===== config.mk =====
export PLATFORM = sky130hd
export DESIGN_NAME = lcd_video_top
export DESIGN_NICKNAME = d
export VERILOG_FILES = /design/src/rtl/lcd_pkg.sv /design/src/rtl/lcd_sync_if.sv /design/src/rtl/lcd_line_buffer.sv /design/src/rtl/lcd_mode_decode.sv /design/src/rtl/lcd_palette.sv /design/src/rtl/lcd_scan_timing.sv /design/src/rtl/lcd_video_top.sv
export VERILOG_INCLUDE_DIRS = /design/src /design/src/rtl
export SDC_FILE = /design/constraint.sdc
export NUM_CORES = 1
export LEC_CHECK = 0
export ABC_AREA = 0
export BUFFER_PORTS_ARGS = -buffer_cell sky130_fd_sc_hd__buf_2
export CORE_UTILIZATION = 30
export DETAILED_ROUTE_END_ITERATION = 16
export PLACE_DENSITY = 0.46
export RECOVER_POWER = 25
export SYNTH_ARGS = -nofsm -noshare
export SYNTH_HDL_FRONTEND = slang
export SYNTH_HIERARCHICAL = 1
export SYNTH_SLANG_ARGS = --single-unit

===== constraint.sdc =====
create_clock -name clk64 -period 8.1 [get_ports clk64]
set_clock_uncertainty 0.1 [all_clocks]
set_input_delay 1.215 -clock clk64 [delete_from_list [all_inputs] [get_ports clk64]]
set_output_delay 1.215 -clock clk64 [all_outputs]
set_load 0.01 [all_outputs]

===== src/rtl/lcd_params.svh =====
// lcd video timing constants
// output raster is 228 columns by 616 rows per frame
`ifndef LCD_PARAMS_SVH
`define LCD_PARAMS_SVH

// ----------------------------------------------------------------------
// horizontal, in pixel clock strobes
// ----------------------------------------------------------------------
`define LCD_H    160
`define LCD_HFP  24
`define LCD_HS   20
`define LCD_HBP  24

// ----------------------------------------------------------------------
// vertical, in lines
// ----------------------------------------------------------------------
`define LCD_V    576
`define LCD_VFP  2
`define LCD_VS   2
`define LCD_VBP  36

// rows before the wrap where v_count lands at end of vblank
`define LCD_VSYNC_OFFSET 4

`endif


===== src/rtl/lcd_pkg.sv =====
// lcd video shared types
// mode code of the lcd controller plus pixel, colour and address types
package lcd_pkg;

	// mode code as sent by the lcd controller
	typedef enum logic [1:0] {
		MODE_HBLANK = 2'd0,
		MODE_VBLANK = 2'd1,
		MODE_OAM    = 2'd2,
		MODE_XFER   = 2'd3
	} lcd_mode_e;

	// shade code, 0 is the lightest
	typedef logic [1:0] pixel_t;

	// one colour channel towards the dac
	typedef logic [5:0] chan_t;

	// column inside one line buffer bank
	typedef logic [7:0] line_addr_t;

endpackage


===== src/rtl/lcd_sync_if.sv =====
// mode events from the decoder
// feeds the line buffer write side and the scan counters
interface lcd_sync_if;

	// write column back to 0, mode just left hblank
	logic wr_restart;

	// bank being written now, toggles with wr_restart
	logic bank;

	// hblank to oam seen on a pixel strobe
	logic line_sync;

	// first end of line strobe after vblank
	logic frame_sync;

	// decoder side
	modport driver (
		output wr_restart,
		output bank,
		output line_sync,
		output frame_sync
	);

	// line buffer side
	modport linebuf (
		input wr_restart,
		input bank
	);

	// scan timing side
	modport scan (
		input bank,
		input line_sync,
		input frame_sync
	);

endinterface


===== src/rtl/lcd_line_buffer.sv =====
// lcd line buffer
// two banks of 256 pixels, source writes one while the scan reads the other
module lcd_line_buffer (
	input  logic                clk64,
	input  logic                arst_n,
	input  logic                clkena,
	input  lcd_pkg::pixel_t     data,
	input  logic                rd_en,
	input  lcd_pkg::line_addr_t rd_addr,
	lcd_sync_if.linebuf         sync,
	output lcd_pkg::pixel_t     rd_pixel
);
	import lcd_pkg::*;

	// bank select is the top address bit
	pixel_t mem [0:511];

	line_addr_t wr_col;

	// ----------------------------------------------------------------------
	// write column
	// ----------------------------------------------------------------------
	always_ff @(posedge clk64 or negedge arst_n) begin
		if (!arst_n) begin
			wr_col <= '0;
		end else if (sync.wr_restart) begin
			// new line from the source
			wr_col <= '0;
		end else if (clkena) begin
			// past 255 simply wraps inside the bank
			wr_col <= wr_col + 8'd1;
		end
	end

	// ----------------------------------------------------------------------
	// storage
	// ----------------------------------------------------------------------
	always_ff @(posedge clk64) begin
		if (clkena) begin
			mem[{sync.bank, wr_col}] <= data;
		end
	end

	// read always from the bank not being written
	// data one clk64 after rd_en
	always_ff @(posedge clk64) begin
		if (rd_en) begin
			rd_pixel <= mem[{~sync.bank, rd_addr}];
		end
	end

endmodule


===== src/rtl/lcd_mode_decode.sv =====
// lcd mode decoder
// turns mode code transitions into line, bank and frame events
module lcd_mode_decode (
	input  logic              clk64,
	input  logic              arst_n,
	input  logic              pclk_en,
	input  lcd_pkg::lcd_mode_e mode,
	input  logic              line_end,
	lcd_sync_if.driver        sync
);
	import lcd_pkg::*;

	// previous mode, write side sees every clk64
	lcd_mode_e last_mode_w;
	// previous mode per pixel strobe and per end of line
	lcd_mode_e last_mode_h;
	lcd_mode_e last_mode_v;

	logic wr_restart_q;
	logic bank_q;
	logic leave_hblank;

	// ----------------------------------------------------------------------
	// write side
	// ----------------------------------------------------------------------
	assign leave_hblank = (mode != MODE_HBLANK) && (last_mode_w == MODE_HBLANK);

	always_ff @(posedge clk64 or negedge arst_n) begin
		if (!arst_n) begin
			last_mode_w  <= MODE_HBLANK;
			wr_restart_q <= 1'b0;
			bank_q       <= 1'b0;
		end else begin
			last_mode_w  <= mode;
			wr_restart_q <= leave_hblank;
			// swap banks, finished line becomes readable
			if (leave_hblank) begin
				bank_q <= ~bank_q;
			end
		end
	end

	// ----------------------------------------------------------------------
	// scan side
	// ----------------------------------------------------------------------
	always_ff @(posedge clk64 or negedge arst_n) begin
		if (!arst_n) begin
			last_mode_h <= MODE_HBLANK;
			last_mode_v <= MODE_HBLANK;
		end else if (pclk_en) begin
			last_mode_h <= mode;
			// vblank exit is only judged once per line
			if (line_end) begin
				last_mode_v <= mode;
			end
		end
	end

	assign sync.wr_restart = wr_restart_q;
	assign sync.bank       = bank_q;
	// end of hblank, restart the horizontal count
	assign sync.line_sync  = pclk_en && (mode == MODE_OAM) && (last_mode_h == MODE_HBLANK);
	// end of vblank
	assign sync.frame_sync = pclk_en && line_end && (mode != MODE_VBLANK) &&
		(last_mode_v == MODE_VBLANK);

	// restart pulse and bank swap never come apart
	a_restart_bank : assert property (
		@(posedge clk64) disable iff (!arst_n)
		wr_restart_q == (bank_q != $past(bank_q))
	);

endmodule


===== src/rtl/lcd_palette.sv =====
// lcd palette stage
// maps 2-bit shades to rgb through grey or tinted green tables, with blanking
module lcd_palette (
	input  logic            clk64,
	input  logic            arst_n,
	input  logic            pclk_en,
	input  logic            visible,
	input  lcd_pkg::pixel_t pixel,
	input  logic            on,
	input  logic            tint,
	output lcd_pkg::chan_t  r,
	output lcd_pkg::chan_t  g,
	output lcd_pkg::chan_t  b
);
	import lcd_pkg::*;

	// colour tables, index is the shade
	localparam chan_t GREY   [4] = '{6'd63, 6'd42, 6'd24, 6'd0};
	localparam chan_t TINT_R [4] = '{6'd39, 6'd32, 6'd12, 6'd7};
	localparam chan_t TINT_G [4] = '{6'd47, 6'd40, 6'd25, 6'd4};
	localparam chan_t TINT_B [4] = '{6'd4, 6'd2, 6'd12, 6'd4};

	pixel_t pix_q;
	logic   blank_q;
	pixel_t shade;

	// one stage behind the buffer read
	always_ff @(posedge clk64 or negedge arst_n) begin
		if (!arst_n) begin
			pix_q   <= '0;
			blank_q <= 1'b1;
		end else if (pclk_en) begin
			pix_q   <= pixel;
			blank_q <= ~visible;
		end
	end

	// panel off shows the lightest shade
	assign shade = on ? pix_q : 2'd0;

	always_comb begin
		if (blank_q) begin
			r = '0;
			g = '0;
			b = '0;
		end else if (tint) begin
			r = TINT_R[shade];
			g = TINT_G[shade];
			b = TINT_B[shade];
		end else begin
			r = GREY[shade];
			g = GREY[shade];
			b = GREY[shade];
		end
	end

endmodule


===== src/rtl/lcd_scan_timing.sv =====
// lcd scan timing
// h and v counters locked to source mode events, syncs and read addressing
`include "lcd_params.svh"

module lcd_scan_timing (
	input  logic                clk64,
	input  logic                arst_n,
	input  logic                pclk_en,
	lcd_sync_if.scan            sync,
	output logic                line_end,
	output logic                hs,
	output logic                vs,
	output logic                rd_en,
	output lcd_pkg::line_addr_t rd_addr,
	output logic                visible
);
	import lcd_pkg::*;

	// horizontal points
	localparam logic [7:0] H_VIS  = 8'(`LCD_H);
	localparam logic [7:0] HS_ON  = 8'(`LCD_H + `LCD_HFP);
	localparam logic [7:0] HS_OFF = 8'(`LCD_H + `LCD_HFP + `LCD_HS);
	localparam logic [7:0] H_LAST = 8'(`LCD_H + `LCD_HFP + `LCD_HS + `LCD_HBP - 1);

	// vertical points
	localparam logic [9:0] V_VIS    = 10'(`LCD_V);
	localparam logic [9:0] VS_ON    = 10'(`LCD_V + `LCD_VFP);
	localparam logic [9:0] VS_OFF   = 10'(`LCD_V + `LCD_VFP + `LCD_VS);
	localparam logic [9:0] V_LAST   = 10'(`LCD_V + `LCD_VFP + `LCD_VS + `LCD_VBP - 1);
	localparam logic [9:0] V_RELOAD = 10'(`LCD_V + `LCD_VFP + `LCD_VS + `LCD_VBP -
		`LCD_VSYNC_OFFSET);

	logic [7:0] h_count;
	logic [9:0] v_count;
	logic [9:0] v_next;
	logic       in_window;

	assign line_end  = (h_count == H_LAST);
	assign in_window = (h_count < H_VIS) && (v_count < V_VIS);
	assign rd_en     = pclk_en && in_window;

	// ----------------------------------------------------------------------
	// horizontal
	// ----------------------------------------------------------------------
	always_ff @(posedge clk64 or negedge arst_n) begin
		if (!arst_n) begin
			h_count <= '0;
			hs      <= 1'b1;
		end else if (pclk_en) begin
			// oam after hblank pins the line start
			if (sync.line_sync || line_end) begin
				h_count <= '0;
			end else begin
				h_count <= h_count + 8'd1;
			end
			// negative hsync
			if (h_count == HS_ON) begin
				hs <= 1'b0;
			end
			if (h_count == HS_OFF) begin
				hs <= 1'b1;
			end
		end
	end

	// ----------------------------------------------------------------------
	// vertical, steps once per line
	// ----------------------------------------------------------------------
	// vblank exit lands a few rows before the wrap
	always_comb begin
		if (sync.frame_sync) begin
			v_next = V_RELOAD;
		end else if (v_count == V_LAST) begin
			v_next = '0;
		end else begin
			v_next = v_count + 10'd1;
		end
	end

	always_ff @(posedge clk64 or negedge arst_n) begin
		if (!arst_n) begin
			v_count <= '0;
			vs      <= 1'b0;
		end else if (pclk_en && line_end) begin
			v_count <= v_next;
			// positive vsync, follows the row being entered
			if (v_next == VS_ON) begin
				vs <= 1'b1;
			end
			if (v_next == VS_OFF) begin
				vs <= 1'b0;
			end
		end
	end

	// ----------------------------------------------------------------------
	// read side of the line buffer
	// ----------------------------------------------------------------------
	always_ff @(posedge clk64 or negedge arst_n) begin
		if (!arst_n) begin
			rd_addr <= '0;
			visible <= 1'b0;
		end else if (pclk_en) begin
			visible <= in_window;
			if (in_window) begin
				rd_addr <= rd_addr + 8'd1;
			end else begin
				rd_addr <= '0;
			end
		end
	end

	// hsync pulse is 20 strobes unless a resync cuts in
	a_hs_width : assert property (
		@(posedge clk64) disable iff (!arst_n || sync.line_sync)
		$fell(hs) |-> (!hs throughout (pclk_en [-> 20])) ##1 hs
	);

endmodule


===== src/rtl/lcd_video_top.sv =====
// lcd video back end
// line buffer, regenerated scan timing and palette for an lcd pixel stream
module lcd_video_top (
	input  logic               clk64,
	input  logic               arst_n,
	input  logic               clkena,
	input  lcd_pkg::pixel_t    data,
	input  lcd_pkg::lcd_mode_e mode,
	input  logic               tint,
	input  logic               pclk_en,
	input  logic               on,
	output logic               hs,
	output logic               vs,
	output lcd_pkg::chan_t     r,
	output lcd_pkg::chan_t     g,
	output lcd_pkg::chan_t     b
);
	import lcd_pkg::*;

	lcd_sync_if sync_if ();

	logic       line_end;
	logic       rd_en;
	line_addr_t rd_addr;
	pixel_t     rd_pixel;
	logic       visible;

	// decode
	lcd_mode_decode u_decode (
		.clk64    (clk64),
		.arst_n   (arst_n),
		.pclk_en  (pclk_en),
		.mode     (mode),
		.line_end (line_end),
		.sync     (sync_if.driver)
	);

	// execute
	lcd_scan_timing u_scan (
		.clk64    (clk64),
		.arst_n   (arst_n),
		.pclk_en  (pclk_en),
		.sync     (sync_if.scan),
		.line_end (line_end),
		.hs       (hs),
		.vs       (vs),
		.rd_en    (rd_en),
		.rd_addr  (rd_addr),
		.visible  (visible)
	);

	lcd_line_buffer u_buf (
		.clk64    (clk64),
		.arst_n   (arst_n),
		.clkena   (clkena),
		.data     (data),
		.rd_en    (rd_en),
		.rd_addr  (rd_addr),
		.sync     (sync_if.linebuf),
		.rd_pixel (rd_pixel)
	);

	// result
	lcd_palette u_palette (
		.clk64    (clk64),
		.arst_n   (arst_n),
		.pclk_en  (pclk_en),
		.visible  (visible),
		.pixel    (rd_pixel),
		.on       (on),
		.tint     (tint),
		.r        (r),
		.g        (g),
		.b        (b)
	);

endmodule


==> results by group <==
Outcome
  • Status: finished with violations
  • Failing checks: max-capacitance violations, max-slew violations

Clocking
  • Post_cts resized: 0
  • Setup Fix Bufs, Post-CTS: 0
  • Cts bufs inserted: ~120
  • CTS Hold Buffers Added: 0
  • Clock sinks: 1074
  • CTS H-Tree Depth: 3
  • Skew-Pair Late Insertion Delay: between 700 and 800 ps
  • Clock Path Buffers: 3
  • Clk pin slew, worst setup/hold paths: 60 ps
  • CTS tree: built
  • Root Driver: clkbuf_16

Die
  • Die Area: 152000 sq um
  • Starting density of the core: between 30% and 40%
  • Rows: 141
  • DIE HEIGHT: a little under 400 um
  • Core Area: ~150000 sq um
  • DIE WIDTH: about 400 um
  • IO Pins: 30

GRT
  • GRT Residual Overflow: 0
  • GRT Overall Usage: 16.4%
  • Vias in the first global route: around 27000
  • Initial antenna violation count: 1
  • Global-route wire length before repair: around 180000 um
  • Largest net degree at the start of global routing: 231

Worst setup path
  • Crit-path max FO: 111
  • Largest delay share family, worst path: buffers and inverters
  • Worst EP required: 8380 ps
  • CP Launch Type: primary input
  • Crit end category: flip-flop
  • Arr. time, crit path: between 6000 and 7000 ps
  • Setup CP Type: in -> reg
  • CP Cell Sequence: clkbuf_1 -> buf_4
  • Crit path max-delay cell type: clkbuf_1
  • Max incr delay on CP: 3460 ps
  • Worst Path Buf+Inv: 2

STA
  • Slew Viols, Final: 320
  • Slew at the pin closest to its max-slew limit: 5140 ps
  • RSZ-0062 raised after global routing: no
  • Max_slew headroom: -243%
  • Fin crit share: 72.3%
  • Hold Fails Final Rpt: 0
  • Setup TNS: 0 ps
  • Final min period: slightly below 6000 ps
  • Max Clk Rate: around 0.17 GHz
  • Final setup viols: 0

Cells and area
  • Fill count: between 10000 and 15000
  • Nets: 2887
  • Most frequent cells in the layout: edfxtp_1 (1026), nor2_1 (568), mux2i_1 (258), mux4_2 (128), clkbuf_16 (119)
  • Storage element area: roughly 32000 sq um
  • Layout cells sized above 1: between 10% and 20%
  • ANT cells: 0
  • Area grow syn2layout: 12.6%
  • Most common cell after layout, fill and taps aside: edfxtp_1
  • Multi-input gate area: around 12000 sq um

Logic synthesis
  • Mapped Nets: 2921
  • Share of flip-flops with an asynchronous set or reset: 4.47%
  • Syn Std Cell Area: ~45000 sq um
  • Seq/Total Area, Yosys: 71.0%
  • Synthesis-stage register bit count: ~1100
  • Synth unique cells: slightly below 80
  • Yosys warning count: 6
  • Most used DFF post-synth: edfxtp_1
  • Syn Area/Cell: ~16 sq um
  • Cell count after synthesis: between 2000 and 3000
  • Post-synth EDFFs: 1026

Detailed routing
  • Final wirelength: between 100000 and 150000 um
  • Number of remaining DRC errors: 0
  • Wire per inst: between 20 and 30 um
  • 1st-iter DRT viols: 2380
  • Vias per std cell: 5.20
  • Vias post-DR: 25800
  • Routed Antenna Nets: 0
  • Drt first pass iters: 5

Place
  • Placer congestion estimate: approximately 0.83
  • DP Wirelength: 72500 um
  • Buffers on Ports: 29

Pwr
  • PD cells: ~260 nW/um^2
  • Worst vdd ir: approximately 0.18 mV
  • Static Leak: about 16 nW
  • Total power: approximately 0.013 W

Hold path
  • Class of the worst hold path: reg -> reg

Flow run
  • Max-cap viol count: 5
==> power by group <==
group          internal (W)  total [W]  switching, W
Sequential          0.00614    0.00626      0.000117
Clock               0.00306    0.00522       0.00216
Combinational      0.000522    0.00166       0.00114
==> layer usage <==
metal / GRT usage (%) / vias to the layer above / routed length [um]
met5: 0 / - / 0
met4: 5.81 / 0 / 3720
met3: 3.33 / 191 / 7880
met2: 26.9 / 788 / 60200
met1: 21.6 / 13600 / 53600
li1: - / 11200 / -
==> cell usage after synthesis (12+ instances only) <==
library cell  count  area [sq um]
o21ai_0          60           300
inv_1            16          60.1
nand2_1          77           289
buf_4            22           165
clkbuf_1        122           458
nor2_1          569          2140
buf_6            30           338
a21oi_1          55           275
nor3_1           46           230
nand3_1          36           180
edfxtp_1       1026         30800
nand4_1          18           113
mux2i_1         258          2580
dfrtp_1          46          1150
o221ai_1        110           963
ha_1             12           150
mux4_2          128          2880
buf_2            31           155
o22ai_1          43           269
==> state kept, by name, summed over array words and instances (netlist names) <==
signal	cells
u_palette/blank_q	1
u_palette/pix_q	2
u_decode/sync.wr_restart	1
u_decode/last_mode_h	2
u_scan/rd_addr	8
u_buf/rd_pixel	2
u_scan/h_count	8
u_scan/v_count	10
u_scan/hs	1
u_buf/wr_col	8
u_decode/last_mode_w	2
u_decode/last_mode_v	2
u_scan/visible	1
u_scan/vs	1
u_buf/mem	1024
u_decode/sync.bank	1
==> cells by family after synthesis <==
kind of cell	synth area share [%]
xor gates and xnor gates	0.291
AOI/OAI and AO/OA	5.27
muxes	12.4
buffers and inverters	2.92
DFF	71.0
adders and majority gates	0.333
and+or+nand+nor	7.86
==> final timing paths <==
| check | slack, ps | start | cells after the start | endpoint |
|---|---|---|---|---|
| min reg2reg | 320 | u_scan/visible | 1 | u_palette/blank_q |
| max | 2250 | data[0] | 2 | u_buf/mem[6][0] |
| min in group asynchronous | 1390 | arst_n | 2 | u_scan/h_count[3] |
| min | 320 | u_scan/visible | 1 | u_palette/blank_q |
| max in group asynchronous | 4510 | arst_n | 2 | u_scan/rd_addr[4] |
| max reg2reg | 3430 | u_scan/rd_addr[1] | 9 | u_buf/rd_pixel[0] |
==> metrics by stage <==
| stage | setup slack (ps) | cells | hold WS (ps) | area, sq um | util, % |
|---|---|---|---|---|---|
| floorplan | 4730 | 2899 | 283 | 45100 | - |
| global placement | 3420 | 4748 | 299 | 47100 | 31.7 |
| detailed placement | 3470 | 4748 | 300 | 47100 | 31.7 |
| CTS | 3450 | 4956 | 314 | 50800 | 34.2 |
| global route | 1760 | 4956 | 338 | 50800 | 34.2 |
| finish | 2250 | 4956 | 320 | 50800 | 34.2 |
==> area by class of cell <==
type,count,share of cell area [%]
clock buffer,148,6.18
clock inverter,60,1.19
inverter,20,0.148
multi-input combinational,1587,23.5
sequential,1074,63.1
tap,2002,4.93
timing repair buffer,65,0.985
(Power assumes the default switching activity.)
